File: config.mk
export PLATFORM = sky130hd
export DESIGN_NAME = conv_ctrl
export DESIGN_NICKNAME = d
export VERILOG_FILES = /design/src/hdl/conv_pkg.sv /design/src/hdl/conv_ctrl.sv
export VERILOG_INCLUDE_DIRS = /design/src /design/src/hdl
export SDC_FILE = /design/constraint.sdc
export NUM_CORES = 1
export LEC_CHECK = 0
export BUFFER_PORTS_ARGS = -buffer_cell sky130_fd_sc_hd__buf_2
export CORE_ASPECT_RATIO = 0.8
export CORE_MARGIN = 2
export CORE_UTILIZATION = 61
export DETAILED_ROUTE_END_ITERATION = 10
export PLACE_DENSITY = 0.83
export SLEW_MARGIN = 40
export SYNTH_ARGS = -nofsm -noshare
export SYNTH_HDL_FRONTEND = slang
export SYNTH_SLANG_ARGS = --single-unit
File: constraint.sdc
create_clock -name clk -period 5.05 [get_ports clk]
set_input_delay 1.01 -clock clk [delete_from_list [all_inputs] [get_ports clk]]
set_output_delay 1.01 -clock clk [all_outputs]
set_load 0.05 [all_outputs]
File: src/hdl/conv_defines.svh
`ifndef CONV_DEFINES_SVH
`define CONV_DEFINES_SVH

// Pixel and weight width, and the width of the feature accumulator.
`define DWIDTH   16
`define AWIDTH   40

// Image size and coordinate width, and the feature memory address width.
`define LWIDTH   6
`define FACCUM   10

// Kernel side and the longest row a line buffer can hold.
`define FIL_SIZE 3
`define MAX_IMG  32

// Multiply-add depth and output stage depth.
`define D_CONV   2
`define D_ACCUM  1

`endif

File: src/hdl/conv_pkg.sv
`include "conv_defines.svh"

package conv_pkg;

  typedef logic signed [`DWIDTH-1:0] data_t;
  typedef logic signed [`AWIDTH-1:0] accum_t;
  typedef logic [`LWIDTH-1:0]        size_t;
  typedef logic [`FACCUM-1:0]        feat_addr_t;

  // The outside sequencer drives the phase of the core.
  typedef enum logic [1:0] {
    CORE_WAIT    = 2'd0,
    CORE_NETWORK = 2'd1,
    CORE_INPUT   = 2'd2,
    CORE_OUTPUT  = 2'd3
  } core_state_t;

endpackage

File: src/hdl/conv_ctrl.sv
`timescale 1ns/1ns
`include "conv_defines.svh"

module conv_ctrl (
  input  logic                  clk,
  input  logic                  xrst,
  input  conv_pkg::core_state_t core_state,
  input  conv_pkg::size_t       img_size,
  input  logic                  first_input,
  input  logic                  last_input,
  input  logic                  in_start,
  input  logic                  in_valid,
  output logic                  conv_valid,
  output logic                  conv_stop,
  output logic                  feat_we,
  output logic                  feat_rst,
  output conv_pkg::feat_addr_t  feat_addr,
  output conv_pkg::feat_addr_t  feat_addr_d1,
  output logic                  conv_oe,
  output logic                  out_start,
  output logic                  out_valid,
  output logic                  out_stop,
  output conv_pkg::size_t       fea_size
);
  import conv_pkg::*;

  localparam int    D_OUT = `D_CONV + `D_ACCUM;
  localparam size_t K_M1  = size_t'(`FIL_SIZE - 1);
  localparam size_t ONE   = size_t'(1);

  typedef enum logic {S_IDLE, S_ACTIVE} state_t;

  state_t             r_state;
  size_t              r_img_size;
  size_t              r_fea_size;
  size_t              r_x;
  size_t              r_y;
  logic               r_first_input;
  logic               r_ready;
  logic               r_wait_back;
  logic [`D_CONV-1:0] r_we;
  logic [`D_CONV-1:0] r_rst;
  feat_addr_t         r_addr [`D_CONV+2];
  logic [D_OUT:0]     r_ostart;
  logic [D_OUT:0]     r_ovalid;
  logic [D_OUT:0]     r_ostop;
  logic               go;
  logic               in_step;
  logic               in_last;
  logic               scan;
  logic               scan_last;
  size_t              cur_size;

  // A start pulse may arrive together with the first pixel, so the
  // incoming size is used directly in that cycle.
  assign go        = (r_state == S_IDLE) && in_start;
  assign cur_size  = go ? img_size : r_img_size;
  assign in_step   = (r_state == S_ACTIVE || go) && core_state == CORE_INPUT && in_valid;
  assign in_last   = (r_x == cur_size - ONE) && (r_y == cur_size - ONE);
  assign scan      = (r_state == S_ACTIVE) && core_state == CORE_OUTPUT
                     && r_ready && !r_wait_back;
  assign scan_last = (r_x == r_fea_size - ONE) && (r_y == r_fea_size - ONE);

  assign fea_size  = r_fea_size;

  always_ff @(posedge clk) begin
    if (!xrst) begin
      r_state <= S_IDLE;
    end else if (go) begin
      r_state <= S_ACTIVE;
    end else if (r_state == S_ACTIVE && out_stop) begin
      r_state <= S_IDLE;
    end
  end

  always_ff @(posedge clk) begin
    if (!xrst) begin
      r_img_size <= '0;
      r_fea_size <= '0;
    end else if (go) begin
      r_img_size <= img_size;
      r_fea_size <= img_size - K_M1;
    end
  end

  // Row-major scan over the image while pixels come in, and over the
  // feature map while results go out.
  always_ff @(posedge clk) begin
    if (!xrst) begin
      r_x <= '0;
      r_y <= '0;
    end else if (in_step) begin
      if (r_x == cur_size - ONE) begin
        r_x <= '0;
        r_y <= (r_y == cur_size - ONE) ? '0 : r_y + ONE;
      end else begin
        r_x <= r_x + ONE;
      end
    end else if (scan) begin
      if (r_x == r_fea_size - ONE) begin
        r_x <= '0;
        r_y <= (r_y == r_fea_size - ONE) ? '0 : r_y + ONE;
      end else begin
        r_x <= r_x + ONE;
      end
    end else if (r_state == S_IDLE) begin
      r_x <= '0;
      r_y <= '0;
    end
  end

  always_ff @(posedge clk) begin
    if (!xrst) begin
      r_first_input <= 1'b0;
      r_ready       <= 1'b0;
      r_wait_back   <= 1'b0;
    end else begin
      r_first_input <= first_input;
      if (go) begin
        r_ready <= 1'b0;
      end else if (in_step && in_last && last_input) begin
        r_ready <= 1'b1;
      end
      // Hold off further scanning until the next image set begins.
      if (go) begin
        r_wait_back <= 1'b0;
      end else if (scan && scan_last) begin
        r_wait_back <= 1'b1;
      end
    end
  end

  always_ff @(posedge clk) begin
    if (!xrst) begin
      conv_valid <= 1'b0;
      conv_stop  <= 1'b0;
    end else begin
      conv_valid <= in_step && (r_x >= K_M1) && (r_y >= K_M1);
      conv_stop  <= in_step && in_last;
    end
  end

  // Write strobes wait for the partial sum to leave the multiply-add.
  always_ff @(posedge clk) begin
    if (!xrst) begin
      r_we  <= '0;
      r_rst <= '0;
    end else begin
      r_we[0]  <= conv_valid;
      r_rst[0] <= conv_valid && r_first_input;
      for (int i = 1; i < `D_CONV; i++) begin
        r_we[i]  <= r_we[i-1];
        r_rst[i] <= r_rst[i-1];
      end
    end
  end

  assign feat_we  = r_we[`D_CONV-1];
  assign feat_rst = r_rst[`D_CONV-1];

  always_ff @(posedge clk) begin
    if (!xrst) begin
      for (int i = 0; i < `D_CONV + 2; i++) begin
        r_addr[i] <= '0;
      end
    end else begin
      if (conv_stop || r_wait_back) begin
        r_addr[0] <= '0;
      end else if (conv_valid || scan) begin
        r_addr[0] <= r_addr[0] + feat_addr_t'(1);
      end
      for (int i = 1; i < `D_CONV + 2; i++) begin
        r_addr[i] <= r_addr[i-1];
      end
    end
  end

  assign feat_addr    = r_addr[`D_CONV];
  assign feat_addr_d1 = r_addr[`D_CONV+1];

  always_ff @(posedge clk) begin
    if (!xrst) begin
      r_ostart <= '0;
      r_ovalid <= '0;
      r_ostop  <= '0;
    end else begin
      r_ostart[0] <= scan && (r_x == '0) && (r_y == '0);
      r_ovalid[0] <= scan;
      r_ostop[0]  <= scan && scan_last;
      for (int i = 1; i <= D_OUT; i++) begin
        r_ostart[i] <= r_ostart[i-1];
        r_ovalid[i] <= r_ovalid[i-1];
        r_ostop[i]  <= r_ostop[i-1];
      end
    end
  end

  assign conv_oe   = r_ovalid[D_OUT-1];
  assign out_start = r_ostart[D_OUT];
  assign out_valid = r_ovalid[D_OUT];
  assign out_stop  = r_ostop[D_OUT];

endmodule

==> metrics.md, run 1 <==
| Metric | Value |
|---|---|
| Status | `finished, final reports clean` |
| PwrDens | `318.9 mW/mm^2` |
| Port bufs | `47` |
| Post-synth cell types | `52` |
| Syn Area/Cell | `a little over 10 sq um` |
| Synth top area cells | `dfxtp_1 (38%), edfxtp_1 (7.5%), and2_1 (6.9%)` |
| Sequential-to-total area share from yosys stat | `45.79%` |
| Post-route DRC | `0` |
| Adder-Cell Fraction of Synth Area | `3.145%` |
| Clk sink count | `between 80 and 90` |
| Period utilization | `65.18%` |
| Simple-gate share of the synthesized area | `23.77%` |
| Share of the synthesized area in the top cell type | `a little under two fifths` |
| Global-route wire length before repair | `between 10 and 15 mm` |
| Synth Area in Compound Gates | `6.321%` |
| Worst Path Buf+Inv | `2` |
| # rows | `26` |
| Pleak | `1.869 nW` |
| Maximum VDD drop | `a little over 0.2 mV` |
| Syn-to-layout area delta | `7.987%` |
| Top_reg_cell synth | `dfxtp_1` |
| Largest family of logic cells by synthesized area | `simple AND/OR/NAND/NOR gates` |
| CTS resizes | `0` |
| Slew headroom | `53.54%` |
| Clock Latency Late Sink | `0.36 ns` |
| Cell total after placement | `490` |
| CTS Hold Buffers Added | `0` |
| Fraction of layout cells with a size suffix above 1 | `18.01%` |
| Hold Path End | `r_ostop[1]$_SDFF_PN0_` |
| Number of synthesized flops with an enable pin | `10` |
| R2r worst-path depth | `10` |
| Hold Vio Cnt, Final | `0` |
| Mapped Cells | `394` |
| H-tree levels | `3` |
| Largest stage delay on the critical path | `0.38 ns` |
| Slew at the pin closest to its max-slew limit | `~0.69 ns` |
| R2R setup slack | `1.98 ns` |
| Setup crit start kind | `input pin` |
| Root Driver | `clkbuf_8` |
| Largest area contributor in the synthesized netlist | `dfxtp_1` |
| Starting Density | `a little over three fifths` |
| Fmax | `303.8 MHz` |
| Setup TNS | `0 ns` |
| Via count | `around 2700` |
| WP data arrival | `3.54 ns` |
| Final Wtd Congestion | `0.8717` |
| HP Start | `r_ostop[0]$_SDFF_PN0_` |
| Final Max Slew Viols | `0` |
| Cell family contributing the most delay on the critical path | `simple AND/OR/NAND/NOR gates` |
| Setup Fix Bufs, Post-CTS | `0` |
| Pin count of the biggest net entering global routing | `slightly above 70` |
| 1st-pass router iterations | `4` |
| Crit path max-delay cell type | `nor4_4` |
| Critical path, cell by cell | `buf_2, nand2b_4, mux2_4, inv_1, ha_1, xnor3_1, or3_1, nor4_4, o211ai_4, a22oi_1, o22ai_1` |
| Core Region | `0.006344 sq mm` |
| Ys async rst share | `0%` |
| WL per Instance | `around 15 microns` |
| Ys Warns | `0` |
| XOR/XNOR Fraction of Synth Area | `11.89%` |
| Vias in the first global route | `2629` |
| Finished Layout Cells | `506` |
| R2R Path End | `r_y[3]$_SDFFE_PN0P_` |
| Hold Path Stages | `1` |
| Routed vias/inst | `5.385` |
| Total of max-cap violations | `0` |
| Initial antenna violation count | `0` |
| Die X | `between 90 and 100 microns` |
| WS Path Type | `in2reg` |
| Drt total wl | `7.552 mm` |
| Endpoints failing setup | `0` |
| Synth Register Bits | `86` |
| Die Area | `around 0.0072 sq mm` |
| Mapped cell area | `roughly 0.0040 sq mm` |
| Tmin final | `about 3.3 ns` |
| Reg clk slew, reported paths | `0.09 ns` |
| Mapped Nets | `418` |
| HPWL Detailed | `5.547 mm` |
| Setup Skew | `~0.013 ns` |
| Remaining global-route overflow | `0` |
| Die height | `76.24 microns` |
| CP Capture Type | `register` |
| Total Nets Final | `441` |
| Worst min path class | `reg2reg` |
| Worst R2R Start | `r_state$_SDFFE_PN0P_` |
| CTS tree | `built` |
| Clock buffer count from CTS | `9` |
| Unrepaired setup endpoints after global routing | `false` |
| CTS max path bufs | `2` |
| Post-synthesis mux area share | `2.201%` |
| IO Pins | `48` |
| First DRT Iteration DRCs | `209` |
| GRT Total Usage | `a little under a quarter` |
| Worst EP required | `5.30 ns` |
| Antenna Diode Count | `0` |
| DRT antenna net count | `0` |
| Crit-path max FO | `11` |
cell usage after synthesis (all sizes together), types with 2 or more instances:
master and n:
nor3 10, buf 24, a22oi 2, nor4 5, edfxtp 10, o211a 4, o21ai 7, dfxtp 76
xnor2 20, nand2b 8, nand3 11, mux2i 6, xor2 16, inv 15, nand2 21, nor2b 10
and4b 2, nand4 5, and3 4, nand3b 2, clkbuf 11, a21oi 5, nor2 33, xnor3 7
o22ai 3, and2 45, or3 3, ha 10, a221oi 3, a311o 2
power by group:
part / internal, mW / switching (mW)
sequential: 0.708 / 0.0183
combinational: 0.0772 / 0.105
clock: 0.193 / 0.269
metrics by stage:
step / hold WS [ns] / area (sq um) / util [%] / setup WS (ns) / total power, mW
2_1_floorplan: 0.4119 / 3979 / - / 1.714 / 0.8895
3_3_place_gp: 0.4146 / 4101 / 64.65 / 1.483 / 0.9167
3_5_place_dp: 0.4169 / 4104 / 64.69 / 1.391 / 0.9226
4_1_cts: 0.4341 / 4297 / 67.73 / 1.763 / 1.377
5_1_grt: 0.4375 / 4297 / 67.73 / 1.576 / 1.436
6_report: 0.4383 / 4297 / 67.73 / 1.758 / 1.370
flip-flops by register name, summed over array words and instances (netlist names):
| register | count |
|---|---|
| conv_stop | 1 |
| conv_valid | 1 |
| fea_size | 6 |
| r_addr | 40 |
| r_first_input | 1 |
| r_img_size | 6 |
| r_ostart | 4 |
| r_ostop | 4 |
| r_ovalid | 4 |
| r_ready | 1 |
| r_rst | 2 |
| r_state | 1 |
| r_wait_back | 1 |
| r_we | 2 |
| r_x | 6 |
| r_y | 6 |
worst max-delay path by stage:
| stage | from | endpoint | cells after the start |
|---|---|---|---|
| after floorplan | in_start | r_y[4]$_SDFFE_PN0P_ | 11 |
| after global placement | in_start | r_y[5]$_SDFFE_PN0P_ | 11 |
| after detailed placement | in_start | r_y[3]$_SDFFE_PN0P_ | 11 |
| after CTS | in_start | r_y[3]$_SDFFE_PN0P_ | 11 |
| after global routing | in_start | r_y[2]$_SDFFE_PN0P_ | 11 |
| final | in_start | r_y[3]$_SDFFE_PN0P_ | 11 |
placed cells by master, fill, tap and decap left out, types with 2 or more instances in the layout:
cell type and count:
dfxtp_1 76, buf_2 46, and2_1 44, nor2_1 33, nand2_1 21, xnor2_1 20
xor2_1 16, inv_1 15, nand3_1 11, nor3_1 10, nor2b_1 10, ha_1 10
edfxtp_1 10, clkbuf_8 9, xnor3_1 7, nand2b_1 6, mux2i_1 5, a21oi_1 5
nand4_1 5, and3_1 4, o211a_1 4, o21ai_0 4, inv_6 4, or3_1 3
a221oi_1 3, nor4_1 3, o22ai_1 3, nand2b_4 2, o21ai_1 2, nor4_4 2
nand3b_1 2, and4b_1 2, a311o_1 2, a22oi_1 2
kinds of logic after synthesis:
family / count (synthesis)
AOI/OAI and AO/OA: 33
buffers and inverters: 50
muxes: 7
DFF: 86
and+or+nand+nor: 165
xor gates and xnor gates: 43
adders and majority gates: 10
layout make-up:
cell class              instances  area [sq um]
clock buffers                   9         123.9
clock inverters                 7         68.82
fillers                       489          2047
inverters                      15         56.30
multi-input cells             258          1883
flip-flops and latches         86          1822
well taps                      84         105.1
repair buffers                 47         237.7
worst register-to-register path, stage by stage, from the launching register on:
cell and delay (ns):
dfxtp_1 0.46, nand2b_4 0.30, mux2_4 0.36, inv_1 0.06, ha_1 0.23, xnor3_1 0.32, or3_1 0.35, nor4_4 0.38
o211ai_4 0.17, a22oi_1 0.24, o22ai_1 0.10
metal layers:
metal  GRT usage, %  up-vias  wire [microns]  part of all wire, %
met4          7.246        0             112                  1.5
li1               -     1353               -                    -
met2          34.29       86            3339                   44
met5              0        -               0                    0
met1          32.61     1272            3516                   47
met3          4.649       14             583                  7.7
Note: power is estimated with default switching activity, not from simulation.
==> run 2: changes to the inputs <==
Settings changed: ABC_AREA set to 1, CORE_UTILIZATION 61 to 52, PLACE_DENSITY 0.83 to 0.75.
Clock period 5.05 ns to 2.8 ns, I/O delays scaled along.
==> metrics.md, run 2 <==
| Metric | Value |
|---|---|
| Setup Skew | `approximately 0.012 ns` |
| WP data arrival | `2.71 ns` |
| Hold Vio Cnt, Final | `0` |
| Syn-to-layout area delta | `9.979%` |
| Worst min path class | `in2reg` |
| Fmax | `408.1 MHz` |
| Top_reg_cell synth | `dfxtp_1` |
| Pleak | `approximately 2.4 nW` |
| Crit-path max FO | `11` |
| Root Driver | `clkbuf_8` |
| Cell family contributing the most delay on the critical path | `simple AND/OR/NAND/NOR gates` |
| Ys Warns | `0` |
| Period utilization | `87.52%` |
| GRT Total Usage | `approximately 22%` |
| Maximum VDD drop | `0.3120 mV` |
| Worst EP required | `between 3 and 4 ns` |
| Routed vias/inst | `4.820` |
| First DRT Iteration DRCs | `213` |
| Post-DP Area | `0.004339 sq mm` |
| Final Wtd Congestion | `0.9558` |
| Unrepaired setup endpoints after global routing | `false` |
| Core Region | `between 0.007 and 0.008 sq mm` |
| Die Area | `around 0.0087 sq mm` |
| Clk sink count | `86` |
| Mapped cell area | `approximately 0.0041 sq mm` |
| Slew at the pin closest to its max-slew limit | `0.5056 ns` |
| Port bufs | `47` |
| Largest reg by FF count | `r_addr` |
| Total Nets Final | `590` |
| Endpoints failing setup | `0` |
| Die X | `a little over 100 microns` |
| Antenna Diode Count | `0` |
| Mapped Cells | `around 530` |
| Starting Density | `between 50% and 60%` |
| Slew headroom | `66.20%` |
| Largest area contributor in the synthesized netlist | `dfxtp_1` |
| Simple-gate share of the synthesized area | `29.45%` |
| Total of max-cap violations | `0` |
| Ys async rst share | `0%` |
| # rows | `29` |
| Via count | `3273` |
| Pin count of the biggest net entering global routing | `48` |
| Worst Path Buf+Inv | `2` |
| IO Pins | `48` |
| 1st-pass router iterations | `5` |
| Mapped Nets | `between 500 and 600` |
| Sequential-to-total area share from yosys stat | `between 40% and 50%` |
| Status | `finished, final reports clean` |
| Clock buffer count from CTS | `9` |
| Number of synthesized flops with an enable pin | `10` |
| Most frequent cell after synthesis | `nand2_1` |
| PwrDens | `between 500 and 600 mW/mm^2` |
| Clock Latency Late Sink | `0.36 ns` |
| Vias in the first global route | `3036` |
| Synth cell count leaders | `nand2_1 (123), inv_1 (96), dfxtp_1 (76)` |
| WL per Instance | `12.91 microns` |
| Largest family of logic cells by synthesized area | `simple AND/OR/NAND/NOR gates` |
| Share of the synthesized area in the top cell type | `36.88%` |
| Die height | `83.67 microns` |
| Max reg flops | `40` |
| CTS resizes | `0` |
| Post-synth cell types | `42` |
| CTS max path bufs | `2` |
| XOR/XNOR Fraction of Synth Area | `2.760%` |
| Synth Area in Compound Gates | `6.066%` |
| Initial antenna violation count | `0` |
| Power, Total | `2.514 mW` |
| Tmin final | `2.451 ns` |
| Adder-Cell Fraction of Synth Area | `3.033%` |
| CTS tree | `built` |
| Final Max Slew Viols | `0` |
| Global-route wire length before repair | `14.77 mm` |
| Setup Fix Bufs, Post-CTS | `0` |
| Synth Register Bits | `86` |
| Cell total after placement | `663` |
| Syn Area/Cell | `7.754 sq um` |
| Finished Layout Cells | `679` |
| Critical path, cell by cell | `inv_1, ha_1, inv_1, nand2_1, a22oi_1, nand3_1, a21oi_1, nand4_1, nand2_1, nand3_2, nand3_1, o21ai_1` |
| H-tree levels | `3` |
| Drt total wl | `8.764 mm` |
| HPWL Detailed | `6.664 mm` |
| Leading cell type in the layout, fill and taps excluded | `nand2_1` |
| Worst hold slack | `0.3862 ns` |
| Fraction of layout cells with a size suffix above 1 | `between 10% and 20%` |
| Most frequent cells in the layout | `nand2_1 (123), inv_1 (96), dfxtp_1 (76)` |
| Remaining global-route overflow | `0` |
| Setup TNS | `0 ns` |
| Post-route DRC | `0` |
| Reg clk slew, reported paths | `0.10 ns` |
| Crit path max-delay cell type | `dfxtp_1` |
| Fin worst setup slack | `~0.35 ns` |
| Post-synthesis mux area share | `0%` |
| Synth top area cells | `dfxtp_1 (37%), nand2_1 (11%), inv_1 (8.7%)` |
| Place WS | `0.1116 ns` |
| Final instance area | `0.004537 sq mm` |
| Largest stage delay on the critical path | `0.44 ns` |
| Setup crit start kind | `register` |
| DRT antenna net count | `0` |
| WS Path Type | `reg2reg` |
| CP Capture Type | `register` |
| CTS Hold Buffers Added | `0` |
| R2R setup slack | `0.35 ns` |
| Fin util | `58.16%` |
-- run 2: worst register-to-register path: cells and delay by family (launching register included) --
family | cells | cell delay (ns)
simple gates | 6 | 0.97
flops | 1 | 0.44
compound gates | 3 | 0.37
fa+ha+maj | 1 | 0.35
buf+inv | 2 | 0.21
-- run 2: area by class of cell --
class / count / area (sq um)
fillers: 720 / 3264
clock buffers: 9 / 123.9
flip-flops and latches: 86 / 1822
well taps: 108 / 135.1
clock inverters: 7 / 73.82
inverters: 102 / 382.9
repair buffers: 55 / 295.3
multi-input cells: 312 / 1704
-- run 2: logic make-up (layout without fill, tap and decap cells) --
group	count (synthesis)	after routing
XOR/XNOR	13	13
AND/OR/NAND/NOR	248	248
adder cells (fa/ha/maj)	10	10
buffers and inverters	134	173
flip-flops	86	86
AO/OA/AOI/OAI	41	41
-- run 2: worst paths after layout --
check                      startpoint                  endpoint  cells after the start
max          fea_size[0]$_SDFFE_PN0P_       r_y[0]$_SDFFE_PN0P_                     12
min                       img_size[5]  fea_size[5]$_SDFFE_PN0P_                      2
max reg2reg  fea_size[0]$_SDFFE_PN0P_       r_y[0]$_SDFFE_PN0P_                     12
min reg2reg     r_addr[0][11]$_DFF_P_     r_addr[0][21]$_DFF_P_                      2
-- run 2: metal layers --
layer | up-vias | part of all wire, % | GRT usage [%] | wire (microns)
met5 | - | 0 | 0 | 0
met4 | 0 | 1.1 | 6.511 | 98
met3 | 8 | 7.5 | 5.699 | 655
met2 | 91 | 42 | 31.55 | 3687
met1 | 1471 | 49 | 31.52 | 4323
li1 | 1703 | - | - | -
-- run 2: where the power goes --
part           internal, mW  switching, mW  total (mW)
Combinational         0.109          0.248       0.358
Clock                 0.352          0.502       0.854
Sequential             1.28         0.0250        1.30
Total                  1.74          0.776        2.51
==> run 3: changes to the inputs <==
Settings changed: ABC_AREA 1 to not set.
==> metrics.md, run 3 (synthesized netlist as in run 1, its figures left out) <==
| Metric | Value |
|---|---|
| R2R setup slack | `roughly 0.20 ns` |
| Total of max-cap violations | `0` |
| Setup crit start kind | `register` |
| WP data arrival | `2.84 ns` |
| IO Pins | `48` |
| Period utilization | `between 90 and 100%` |
| Largest reg by FF count | `r_addr` |
| Leading cell type in the layout, fill and taps excluded | `dfxtp_1` |
| Vias in the first global route | `2522` |
| Routed vias/inst | `5.117` |
| Crit-path max FO | `8` |
| Setup Skew | `0.009736 ns` |
| CTS tree | `built` |
| First DRT Iteration DRCs | `272` |
| Endpoints failing setup | `0` |
| Port bufs | `47` |
| Slew headroom | `52.17%` |
| Global-route wire length before repair | `12.38 mm` |
| Die Area | `~0.0084 sq mm` |
| CP Capture Type | `register` |
| Die X | `101.8 microns` |
| Initial antenna violation count | `0` |
| Maximum VDD drop | `0.2957 mV` |
| Status | `finished, final reports clean` |
| Unrepaired setup endpoints after global routing | `false` |
| Die height | `82.24 microns` |
| CTS resizes | `0` |
| Clock buffer count from CTS | `9` |
| Remaining global-route overflow | `0` |
| Clk sink count | `86` |
| Drt total wl | `7.570 mm` |
| H-tree levels | `3` |
| 1st-pass router iterations | `5` |
| Pin count of the biggest net entering global routing | `50` |
| CTS max path bufs | `2` |
| R2R Path End | `r_y[3]$_SDFFE_PN0P_` |
| Antenna Diode Count | `0` |
| CTS Hold Buffers Added | `0` |
| Worst min path class | `in2reg` |
| Reg clk slew, reported paths | `roughly 0.090 ns` |
| # rows | `28` |
| Fraction of layout cells with a size suffix above 1 | `21.77%` |
| PwrDens | `559.4 mW/mm^2` |
| WL per Instance | `13.86 microns` |
| Power, Total | `2.501 mW` |
| Final Max Slew Viols | `0` |
| Starting Density | `53.83%` |
| Most frequent cells in the layout | `dfxtp_1 (76), buf_2 (47), and2_1 (44)` |
| DRT antenna net count | `0` |
| Hold Vio Cnt, Final | `0` |
| WS Path Type | `reg2reg` |
| Crit. Startpoint | `r_state$_SDFFE_PN0P_` |
| Total Nets Final | `460` |
| Fin util | `60.49%` |
| Syn-to-layout area delta | `12.39%` |
| Fmax | `384.4 MHz` |
| CP endpoint | `r_y[3]$_SDFFE_PN0P_` |
| GRT Total Usage | `between 10% and 20%` |
| Pleak | `1.961 nW` |
| Root Driver | `clkbuf_8` |
| Tmin final | `2.601 ns` |
| Post-route DRC | `0` |
| Worst R2R Start | `r_state$_SDFFE_PN0P_` |
| Via count | `2794` |
| R2r worst-path depth | `10` |
| Core Region | `0.007392 sq mm` |
| HPWL Detailed | `5.532 mm` |
| Clock Latency Late Sink | `0.35 ns` |
| Setup Fix Bufs, Post-CTS | `0` |
| Worst EP required | `3.03 ns` |
| Final Wtd Congestion | `0.8814` |
| Slew at the pin closest to its max-slew limit | `0.7127 ns` |
| Fillers | `641` |
| Max reg flops | `40` |
run 3: cell types whose count changed in the layout (fill, tap and decap cells not counted), sizes merged, moves of 8 or more:
cell	before	now
and2	1	45
inv	106	19
nand2b	0	8
buf	55	66
xnor2	2	20
nand3	47	11
nand2	135	21
nor2b	0	10
a21oi	13	5
o21ai	19	7
run 3: final cells by class:
cell class                 count  area [sq um]  area share [%]
timing repair buffer          66         377.9           8.450
inverter                      15         56.30           1.259
sequential                    86          1822           40.74
multi-input combinational    258          1889           42.25
clock buffer                   9         123.9           2.770
clock inverter                 7         71.32           1.595
tap                          105         131.4           2.938
run 3: layer usage:
layer  vias up  track usage (%)  share of wire, %
li1       1391                -                 -
met1      1304            27.13                49
met2        82            29.34                44
met3        17            3.956               4.8
met4         0            6.081               1.4
met5         -                0                 0
run 3: worst min-delay path by stage:
stage | from | end | slack [ns] | cells past startpoint
after floorplan | r_addr[0][10]$_DFF_P_ | r_addr[0][20]$_DFF_P_ | 0.41 | 1
after global placement | r_ostart[1]$_SDFF_PN0_ | r_ostart[2]$_SDFF_PN0_ | 0.41 | 1
final | first_input | r_first_input$_SDFF_PN0_ | 0.41 | 2
after CTS | first_input | r_first_input$_SDFF_PN0_ | 0.40 | 2
after detailed placement | r_ostart[2]$_SDFF_PN0_ | r_ostart[3]$_SDFF_PN0_ | 0.42 | 1
after global routing | first_input | r_first_input$_SDFF_PN0_ | 0.41 | 2
run 3: through the flow:
| step | hold slack [ns] | cell area [sq um] | worst slack [ns] | TNS, ns | cells |
|---|---|---|---|---|---|
| 3_5_place_dp | 0.4183 | 4270 | -0.1021 | -0.7892 | 530 |
| 3_3_place_gp | 0.4130 | 4270 | -0.002351 | -0.002645 | 530 |
| 4_1_cts | 0.3967 | 4466 | 0.1325 | 0 | 546 |
| 2_1_floorplan | 0.4119 | 3979 | 0.02247 | 0 | 394 |
| 5_1_grt | 0.4123 | 4472 | 0.02668 | 0 | 546 |
| 6_report | 0.4064 | 4472 | 0.1986 | 0 | 546 |
run 3: critical path, stage by stage, from the launching register on:
cell and delay [ns]:
dfxtp_1 0.34, nand2b_4 0.16, mux2_4 0.31, inv_1 0.06
ha_1 0.20, o21a_1 0.20, xnor3_1 0.35, nor4_4 0.37
o211ai_4 0.18, a22oi_1 0.23, o22ai_1 0.10
run 3: where the power goes:
part           internal (mW)  switching (mW)
Clock                  0.349           0.488
Combinational          0.162           0.200
Sequential              1.28          0.0262
